[config.mk]
export PLATFORM = sky130hd
export DESIGN_NAME = adxl345_reader
export DESIGN_NICKNAME = d
export VERILOG_FILES = /design/src/hw/adxl_pkg.sv /design/src/hw/adxl_request_timer.sv /design/src/hw/adxl_cmd_sequencer.sv /design/src/hw/adxl_lane_bank.sv /design/src/hw/adxl_host_read.sv /design/src/hw/adxl345_reader.sv
export VERILOG_INCLUDE_DIRS = /design/src /design/src/hw
export SDC_FILE = /design/constraint.sdc
export NUM_CORES = 1
export LEC_CHECK = 0
export BUFFER_PORTS_ARGS = -buffer_cell sky130_fd_sc_hd__buf_2
export CAP_MARGIN = 30
export CELL_PAD_IN_SITES_DETAIL_PLACEMENT = 0
export CELL_PAD_IN_SITES_GLOBAL_PLACEMENT = 1
export CORE_MARGIN = 5
export CORE_UTILIZATION = 45
export DETAILED_ROUTE_END_ITERATION = 12
export GPL_ROUTABILITY_DRIVEN = 0
export PLACE_DENSITY = 0.73
export SLEW_MARGIN = 5
export SYNTH_ARGS = -nofsm -noshare
export SYNTH_HDL_FRONTEND = slang
export SYNTH_SLANG_ARGS = --single-unit
[constraint.sdc]
create_clock -name CLK -period 3.55 [get_ports CLK]
set_input_delay 0.355 -clock CLK [delete_from_list [all_inputs] [get_ports CLK]]
set_output_delay 0.355 -clock CLK [all_outputs]
set_load 0.005 [all_outputs]
[src/hw/adxl_defs.svh]
`ifndef ADXL_DEFS_SVH
`define ADXL_DEFS_SVH

// registers 0x00..0x39 fetched per transaction
`define ADXL_REG_COUNT  8'h3A

// host word geometry
`define ADXL_LANES      4
`define ADXL_WORDS      16
`define ADXL_WORD_AW    4

// byte position inside one read burst
`define ADXL_IDX_W      6

// pointer write carries one byte
`define ADXL_PTR_LEN    8'h01

// first register of the burst
`define ADXL_START_REG  8'h00

`endif

[src/hw/adxl_pkg.sv]
`include "adxl_defs.svh"

package adxl_pkg;

    typedef logic [7:0] byte_t;                        // one data or command byte

    typedef logic [`ADXL_WORD_AW-1:0] word_addr_t;     // host word address

    typedef logic [`ADXL_IDX_W-1:0] byte_idx_t;        // byte number in a burst

    // command sequencer states
    typedef enum logic [2:0] {
        idle,       // waiting for a request
        tx_len,     // pointer write length byte
        tx_ptr,     // register pointer byte
        tx_read,    // read length byte
        rx_data     // collecting register bytes
    } seq_state_t;

endpackage

[src/hw/adxl_request_timer.sv]
`timescale 1ns/1ps

module adxl_request_timer (
    input  logic        CLK,
    input  logic        RESET,
    input  logic        interval_enable,
    input  logic [31:0] interval_cycles,
    input  logic        single_request,
    input  logic        busy,
    output logic        req,
    output logic        req_single
);

    logic [31:0] count;       // interval down-counter
    logic        pending;     // single request waiting for idle
    logic        fire;

    // req itself blocks a second pulse before busy rises
    assign fire = !busy && !req && (pending || (interval_enable && count == 32'd0));

    always_ff @(posedge CLK) begin
        if (RESET) begin
            req        <= 1'b0;
            req_single <= 1'b0;
            pending    <= 1'b0;
        end else begin
            req        <= fire;
            req_single <= fire && pending;
            if (fire && pending) begin
                pending <= single_request;         // new pulse stays queued
            end else if (single_request) begin
                pending <= 1'b1;
            end
        end
    end

    always_ff @(posedge CLK) begin
        if (RESET) begin
            count <= '0;
        end else if (busy || !interval_enable || fire) begin
            count <= interval_cycles;              // reload outside idle countdown
        end else if (count != 32'd0) begin
            count <= count - 32'd1;
        end
    end

    // the sequencer only looks at req in idle
    a_req_idle: assert property (
        @(posedge CLK) disable iff (RESET)
        $rose(req) |-> !busy
    ) else $error("request raised while sequencer busy");

endmodule

[src/hw/adxl_cmd_sequencer.sv]
`timescale 1ns/1ps
`include "adxl_defs.svh"

module adxl_cmd_sequencer (
    input  logic                    CLK,
    input  logic                    RESET,
    input  logic                    req,
    input  logic                    req_single,
    input  logic [6:0]              i2c_address,
    output logic                    busy,
    output logic                    done,
    output logic                    single_done,
    output adxl_pkg::byte_t         m_axis_tdata,
    output logic [7:0]              m_axis_tuser,
    output logic                    m_axis_tvalid,
    output logic                    m_axis_tlast,
    input  logic                    m_axis_tready,
    input  adxl_pkg::byte_t         s_axis_tdata,
    input  logic                    s_axis_tvalid,
    input  logic                    s_axis_tlast,
    output logic                    s_axis_tready,
    output logic [`ADXL_LANES-1:0]  lane_wren,
    output adxl_pkg::word_addr_t    lane_addr,
    output adxl_pkg::byte_t         lane_data
);

    import adxl_pkg::*;

    seq_state_t state;
    byte_idx_t  idx;          // next byte number in the burst
    logic [6:0] addr_q;       // device address for this transaction
    logic       single_q;     // transaction started by a single request
    logic       rx_fire;
    logic       tx_fire;

    assign busy          = (state != idle);
    assign s_axis_tready = (state == rx_data);
    assign rx_fire       = s_axis_tvalid && s_axis_tready;
    assign tx_fire       = m_axis_tvalid && m_axis_tready;
    assign single_done   = done && single_q;

    // command byte is a pure decode of the state
    always_comb begin
        m_axis_tvalid = 1'b0;
        m_axis_tlast  = 1'b0;
        m_axis_tdata  = 8'h00;
        case (state)
            tx_len: begin
                m_axis_tvalid = 1'b1;
                m_axis_tdata  = `ADXL_PTR_LEN;
            end
            tx_ptr: begin
                m_axis_tvalid = 1'b1;
                m_axis_tlast  = 1'b1;              // ends pointer write
                m_axis_tdata  = `ADXL_START_REG;
            end
            tx_read: begin
                m_axis_tvalid = 1'b1;
                m_axis_tlast  = 1'b1;
                m_axis_tdata  = `ADXL_REG_COUNT;
            end
            default: begin
                m_axis_tvalid = 1'b0;
            end
        endcase
    end

    // bit 0 set only for the read command
    assign m_axis_tuser = {addr_q, state == tx_read};

    always_ff @(posedge CLK) begin
        if (RESET) begin
            state    <= idle;
            idx      <= '0;
            single_q <= 1'b0;
            done     <= 1'b0;
        end else begin
            done <= 1'b0;
            case (state)
                idle: begin
                    if (req) begin
                        state    <= tx_len;
                        single_q <= req_single;
                    end
                end
                tx_len: begin
                    if (tx_fire) state <= tx_ptr;
                end
                tx_ptr: begin
                    if (tx_fire) state <= tx_read;
                end
                tx_read: begin
                    if (tx_fire) begin
                        state <= rx_data;
                        idx   <= '0;
                    end
                end
                rx_data: begin
                    if (rx_fire) begin
                        idx <= idx + 1'b1;
                        if (s_axis_tlast) begin
                            state <= idle;
                            done  <= 1'b1;
                        end
                    end
                end
                default: state <= idle;
            endcase
        end
    end

    always_ff @(posedge CLK) begin
        if (state == idle && req) begin
            addr_q <= i2c_address;
        end
    end

    // byte k goes to lane k mod 4, word k div 4
    always_ff @(posedge CLK) begin
        if (RESET) begin
            lane_wren <= '0;
        end else begin
            lane_wren <= rx_fire ? (`ADXL_LANES'(1) << idx[1:0]) : '0;
        end
    end

    always_ff @(posedge CLK) begin
        lane_addr <= idx[`ADXL_IDX_W-1:2];
        lane_data <= s_axis_tdata;
    end

    a_tx_stable: assert property (
        @(posedge CLK) disable iff (RESET)
        (m_axis_tvalid && !m_axis_tready) |=>
            (m_axis_tvalid && $stable(m_axis_tdata) && $stable(m_axis_tuser)
             && $stable(m_axis_tlast))
    ) else $error("command byte changed under back-pressure");

    // device must close the burst with tlast in time
    a_idx_range: assert property (
        @(posedge CLK) disable iff (RESET)
        rx_fire |-> (idx < `ADXL_REG_COUNT)
    ) else $error("read burst longer than register count");

endmodule

[src/hw/adxl_lane_bank.sv]
`timescale 1ns/1ps
`include "adxl_defs.svh"

module adxl_lane_bank (
    input  logic                  CLK,
    input  logic                  RESET,
    input  logic                  wren,
    input  adxl_pkg::word_addr_t  waddr,
    input  adxl_pkg::byte_t       wdata,
    input  adxl_pkg::word_addr_t  raddr,
    output adxl_pkg::byte_t       rdata
);

    import adxl_pkg::*;

    byte_t mem [`ADXL_WORDS];     // one byte of each host word

    always_ff @(posedge CLK) begin
        if (RESET) begin
            for (int i = 0; i < `ADXL_WORDS; i++) begin
                mem[i] <= '0;
            end
        end else if (wren) begin
            mem[waddr] <= wdata;
        end
    end

    assign rdata = mem[raddr];    // combinational read

endmodule

[src/hw/adxl_host_read.sv]
`timescale 1ns/1ps

module adxl_host_read (
    input  logic                  CLK,
    input  logic                  RESET,
    input  adxl_pkg::word_addr_t  raddr,
    input  logic [31:0]           lane_rdata,
    output adxl_pkg::word_addr_t  lane_raddr,
    output logic [31:0]           rdata
);

    // all lanes share one read address
    assign lane_raddr = raddr;

    // lane k already sits in bits 8k+7..8k
    always_ff @(posedge CLK) begin
        if (RESET) begin
            rdata <= '0;
        end else begin
            rdata <= lane_rdata;                  // one cycle read latency
        end
    end

    a_raddr_known: assert property (
        @(posedge CLK) disable iff (RESET)
        !$isunknown(raddr)
    ) else $error("host read address unknown");

endmodule

[src/hw/adxl345_reader.sv]
`timescale 1ns/1ps
`include "adxl_defs.svh"

module adxl345_reader (
    input  logic                  CLK,
    input  logic                  RESET,
    input  adxl_pkg::word_addr_t  raddr,
    output logic [31:0]           rdata,
    input  logic [6:0]            i2c_address,
    input  logic                  interval_enable,
    input  logic [31:0]           interval_cycles,
    input  logic                  single_request,
    output logic                  single_done,
    output adxl_pkg::byte_t       m_axis_tdata,
    output logic [7:0]            m_axis_tuser,
    output logic                  m_axis_tvalid,
    output logic                  m_axis_tlast,
    input  logic                  m_axis_tready,
    input  adxl_pkg::byte_t       s_axis_tdata,
    input  logic                  s_axis_tvalid,
    input  logic                  s_axis_tlast,
    output logic                  s_axis_tready
);

    import adxl_pkg::*;

    logic                    req;
    logic                    req_single;
    logic                    busy;
    logic [`ADXL_LANES-1:0]  lane_wren;
    word_addr_t              lane_addr;
    byte_t                   lane_data;
    word_addr_t              lane_raddr;
    logic [31:0]             lane_rdata;

    adxl_request_timer u_timer (
        .CLK(CLK), .RESET(RESET),
        .interval_enable(interval_enable), .interval_cycles(interval_cycles),
        .single_request(single_request), .busy(busy),
        .req(req), .req_single(req_single)
    );

    adxl_cmd_sequencer u_seq (
        .CLK(CLK), .RESET(RESET),
        .req(req), .req_single(req_single), .i2c_address(i2c_address),
        .busy(busy), .done(), .single_done(single_done),
        .m_axis_tdata(m_axis_tdata), .m_axis_tuser(m_axis_tuser),
        .m_axis_tvalid(m_axis_tvalid), .m_axis_tlast(m_axis_tlast),
        .m_axis_tready(m_axis_tready),
        .s_axis_tdata(s_axis_tdata), .s_axis_tvalid(s_axis_tvalid),
        .s_axis_tlast(s_axis_tlast), .s_axis_tready(s_axis_tready),
        .lane_wren(lane_wren), .lane_addr(lane_addr), .lane_data(lane_data)
    );

    for (genvar g = 0; g < `ADXL_LANES; g++) begin : g_lane
        adxl_lane_bank u_lane (
            .CLK(CLK), .RESET(RESET),
            .wren(lane_wren[g]), .waddr(lane_addr), .wdata(lane_data),
            .raddr(lane_raddr), .rdata(lane_rdata[8*g +: 8])
        );
    end

    adxl_host_read u_host (
        .CLK(CLK), .RESET(RESET),
        .raddr(raddr), .lane_rdata(lane_rdata),
        .lane_raddr(lane_raddr), .rdata(rdata)
    );

endmodule

==> impl_metrics.env <==
export IMPL_status="completed"
export IMPL_post_cts_buffers=0
export IMPL_grt_overflow_total=0
export IMPL_p_leak_nw=11.1
export IMPL_dp_cells=2619
export IMPL_core_region_area_um2=60100
export IMPL_period_minus_slack_ns=3.00
export IMPL_slew_headroom=0.382
export IMPL_worst_pin_slew_ns=0.927
export IMPL_yosys_warnings=0
export IMPL_fin_cells=2781
export IMPL_fin_ws_ns=0.552
export IMPL_antenna_found_initial=0
export IMPL_grt_usage=0.195
export IMPL_hold_path_class="in -> reg"
export IMPL_via_per_inst=5.43
export IMPL_drt_antenna_violating_nets=0
export IMPL_first_pass_iters=5
export IMPL_via_count=15100
export IMPL_dp_hpwl_um=41200
export IMPL_fin_skew_ns=0.0264
export IMPL_syn_instance_count=1825
export IMPL_syn_cell_area_um2=27300
export IMPL_wl_per_cell_um=23.0
export IMPL_grt_max_degree=85
export IMPL_cts_resized=0
export IMPL_ios=110
export IMPL_num_antenna_cells=0
export IMPL_hold_buffers=41
export IMPL_power_total_mw=16.4
export IMPL_worstSetupEndpointType="flip-flop"
export IMPL_cts_buffer_depth=3
export IMPL_cts_tree="yes"
export IMPL_cp_required_ns=4.05
export IMPL_ys_flop_type="edfxtp_1"
export IMPL_fin_tns_setup_ns=0
export IMPL_setup_viol=0
export IMPL_rsz0062_at_grt="false"
export IMPL_fp_dieH_um=256
export IMPL_grt_busiest_layer="met2"
export IMPL_syn_to_final_growth_pct=14.5
export IMPL_startpoint_type="flip-flop"
export IMPL_drc_errors=0
export IMPL_clkTransAtPathRegs_ns=0.06
export IMPL_synth_edf_count=519
export IMPL_drtIter0Drc=1343
export IMPL_grt_pass1_wl_um=98000
export IMPL_grt_pass1_vias=15500
export IMPL_vdd_drop_max_mv=0.303
export IMPL_clock_root_buffer="clkbuf_16"
export IMPL_h_tree_depth=3
export IMPL_ys_seq_area_frac=0.641
export IMPL_cts_sinks=613
export IMPL_use_met3=0.0335
export IMPL_syn_avg_cell_area_um2=14.9
export IMPL_async_flop_share=0
export IMPL_fmax_mhz=334
export IMPL_drt_total_wl_um=63900
export IMPL_dp_slack_ns=0.595
export IMPL_power_density_nw_per_um2=526
export IMPL_synth_distinct_cells=55
export IMPL_grtUsageMet2=0.316
export IMPL_port_buffers=106
export IMPL_worstPathArrival_ns=3.50
export IMPL_grt_use_met1=0.276
export IMPL_die_width_um=256
export IMPL_cp_max_fo=10
export IMPL_finalHoldViolCount=0
export IMPL_finalMaxSlewViolations=0
export IMPL_dieArea_um2=65600
export IMPL_nets=2007
export IMPL_maxCapViolations=0
export IMPL_numCtsBuffers=67
export IMPL_fin_crit_sh=0.844
export IMPL_rows=90
export IMPL_drive_above_1_share=0.240
export IMPL_start_util=0.453
export IMPL_worstSetupPathType="reg -> reg"
export IMPL_clkLatencyLatePin_ns=0.60
export IMPL_synth_seq_cells=613
-- cell type report --
class	instances	area (µm²)
Timing Repair Buffer	182	1360
Multi-Input combinational cell	1079	9230
Clock inverter	30	300
Inverter	4	15.0
Sequential cell	613	17500
Fill cell	4927	28900
Clock buffer	91	1850
Tap cell	782	978
-- cell usage after synthesis, types with 2 or more instances --
cell type,n,share of area
mux2i_1,5,0.0018
a311oi_1,2,0.00064
xor2_1,23,0.0074
nand2b_1,10,0.0023
o31ai_1,2,0.00055
edfxtp_1,519,0.57
nand2_1,23,0.0032
inv_1,4,0.00055
or4_1,6,0.0017
a31oi_1,2,0.00046
nor4_1,9,0.0021
and3_1,2,0.00046
buf_6,2,0.00083
nand3b_1,2,0.00055
or4_2,2,0.00064
dfxtp_1,94,0.069
ha_1,2,0.00092
nand3_1,21,0.0039
clkbuf_1,97,0.013
o21ai_0,10,0.0018
or2_2,67,0.015
xnor2_1,6,0.0019
mux4_2,160,0.13
nand4b_1,2,0.00064
nand4_1,6,0.0014
buf_4,7,0.0019
nor2_1,92,0.013
or3_1,2,0.00046
nor3b_1,3,0.00083
a21oi_1,15,0.0028
nor2b_1,38,0.0087
buf_1,22,0.0030
and2_1,518,0.12
nor3_1,12,0.0022
o2bb2ai_1,18,0.0058
-- layer usage --
metal | vias up | share of wire
met5 | - | 0
met3 | 78 | 0.060
met2 | 455 | 0.48
met1 | 7673 | 0.44
li1 | 6897 | -
met4 | 0 | 0.021
-- final timing paths --
check | slack (ns) | cells past startpoint | end | startpoint
worst max-delay path | 0.55 | 8 | u_timer.count[26] | u_timer.count[1]
worst max register to register | 0.55 | 8 | u_timer.count[26] | u_timer.count[1]
worst min-delay path | 0.03 | 3 | u_timer.count[7] | interval_cycles[7]
worst min register to register | 0.38 | 0 | u_seq.lane_addr[3] | u_seq.idx[5]
-- report_power, final --
group	internal (mW)	switching, mW	total [mW]
Sequential	8.16	0.200	8.36
Combinational	0.578	0.624	1.20
Clock	4.03	2.83	6.86
-- layout by cell type (no fill, tap or decap), types with 3 or more instances in the layout --
cell,synthesis,routed
nand4_1,6,6
nor3b_1,3,3
dfxtp_2,0,8
clkinv_1,0,8
or2_2,67,67
a21oi_1,15,15
mux2i_1,5,5
nor2_1,92,92
edfxtp_1,519,519
buf_2,1,103
and2_1,518,518
or4_1,6,6
buf_12,0,10
dlygate4sd3_1,0,41
xnor2_1,6,6
clkbuf_8,1,7
buf_4,7,26
dfxtp_1,94,86
nor3_1,12,12
inv_6,0,5
conb_1,1,3
o2bb2ai_1,18,18
nor2b_1,38,38
nor4_1,9,9
clkbuf_1,97,17
nand3_1,21,21
xor2_1,23,23
nand2_1,23,23
o21ai_0,10,10
clkinv_2,0,9
bufinv_16,0,5
nand2b_1,10,10
clkbuf_16,0,68
mux4_2,160,160
inv_1,4,4
-- critical path, stage by stage, from the launching register on --
cell and delay (ns):
dfxtp_1 0.34, inv_1 0.07, ha_1 0.20, or4b_1 0.57, or4_1 0.60, buf_4 0.20
nor4_4 0.49, nor2_1 0.18, a311oi_1 0.27
-- sequential cells by signal (all words and copies together) (netlist names) --
| register | count |
|---|---|
| g_lane.u_lane.mem | 512 |
| u_host.rdata | 32 |
| u_seq.addr_q | 7 |
| u_seq.done | 1 |
| u_seq.idx | 6 |
| u_seq.lane_addr | 4 |
| u_seq.lane_data | 8 |
| u_seq.lane_wren | 4 |
| u_seq.single_q | 1 |
| u_seq.state | 3 |
| u_timer.count | 32 |
| u_timer.pending | 1 |
| u_timer.req | 1 |
| u_timer.req_single | 1 |
-- kinds of logic after synthesis --
group	Yosys count	synth area share
AO/OA/AOI/OAI	56	0.0146
XOR/XNOR	29	0.00932
adder cells (fa/ha/maj)	2	0.000918
buffers and inverters	135	0.0206
flip-flops	613	0.641
multiplexers	166	0.134
other	1	0.000138
AND/OR/NAND/NOR	823	0.179
-- stage by stage --
step / utilization / cell area, µm² / hold slack, ns
2_1_floorplan: - / 27300 / 0.349
3_3_place_gp: 0.475 / 28600 / 0.366
3_5_place_dp: 0.477 / 28700 / 0.366
4_1_cts: 0.519 / 31200 / 0.00259
5_1_grt: 0.519 / 31200 / 0.0261
6_report: 0.519 / 31200 / 0.0326
Note: power is estimated with default switching activity, not from simulation.
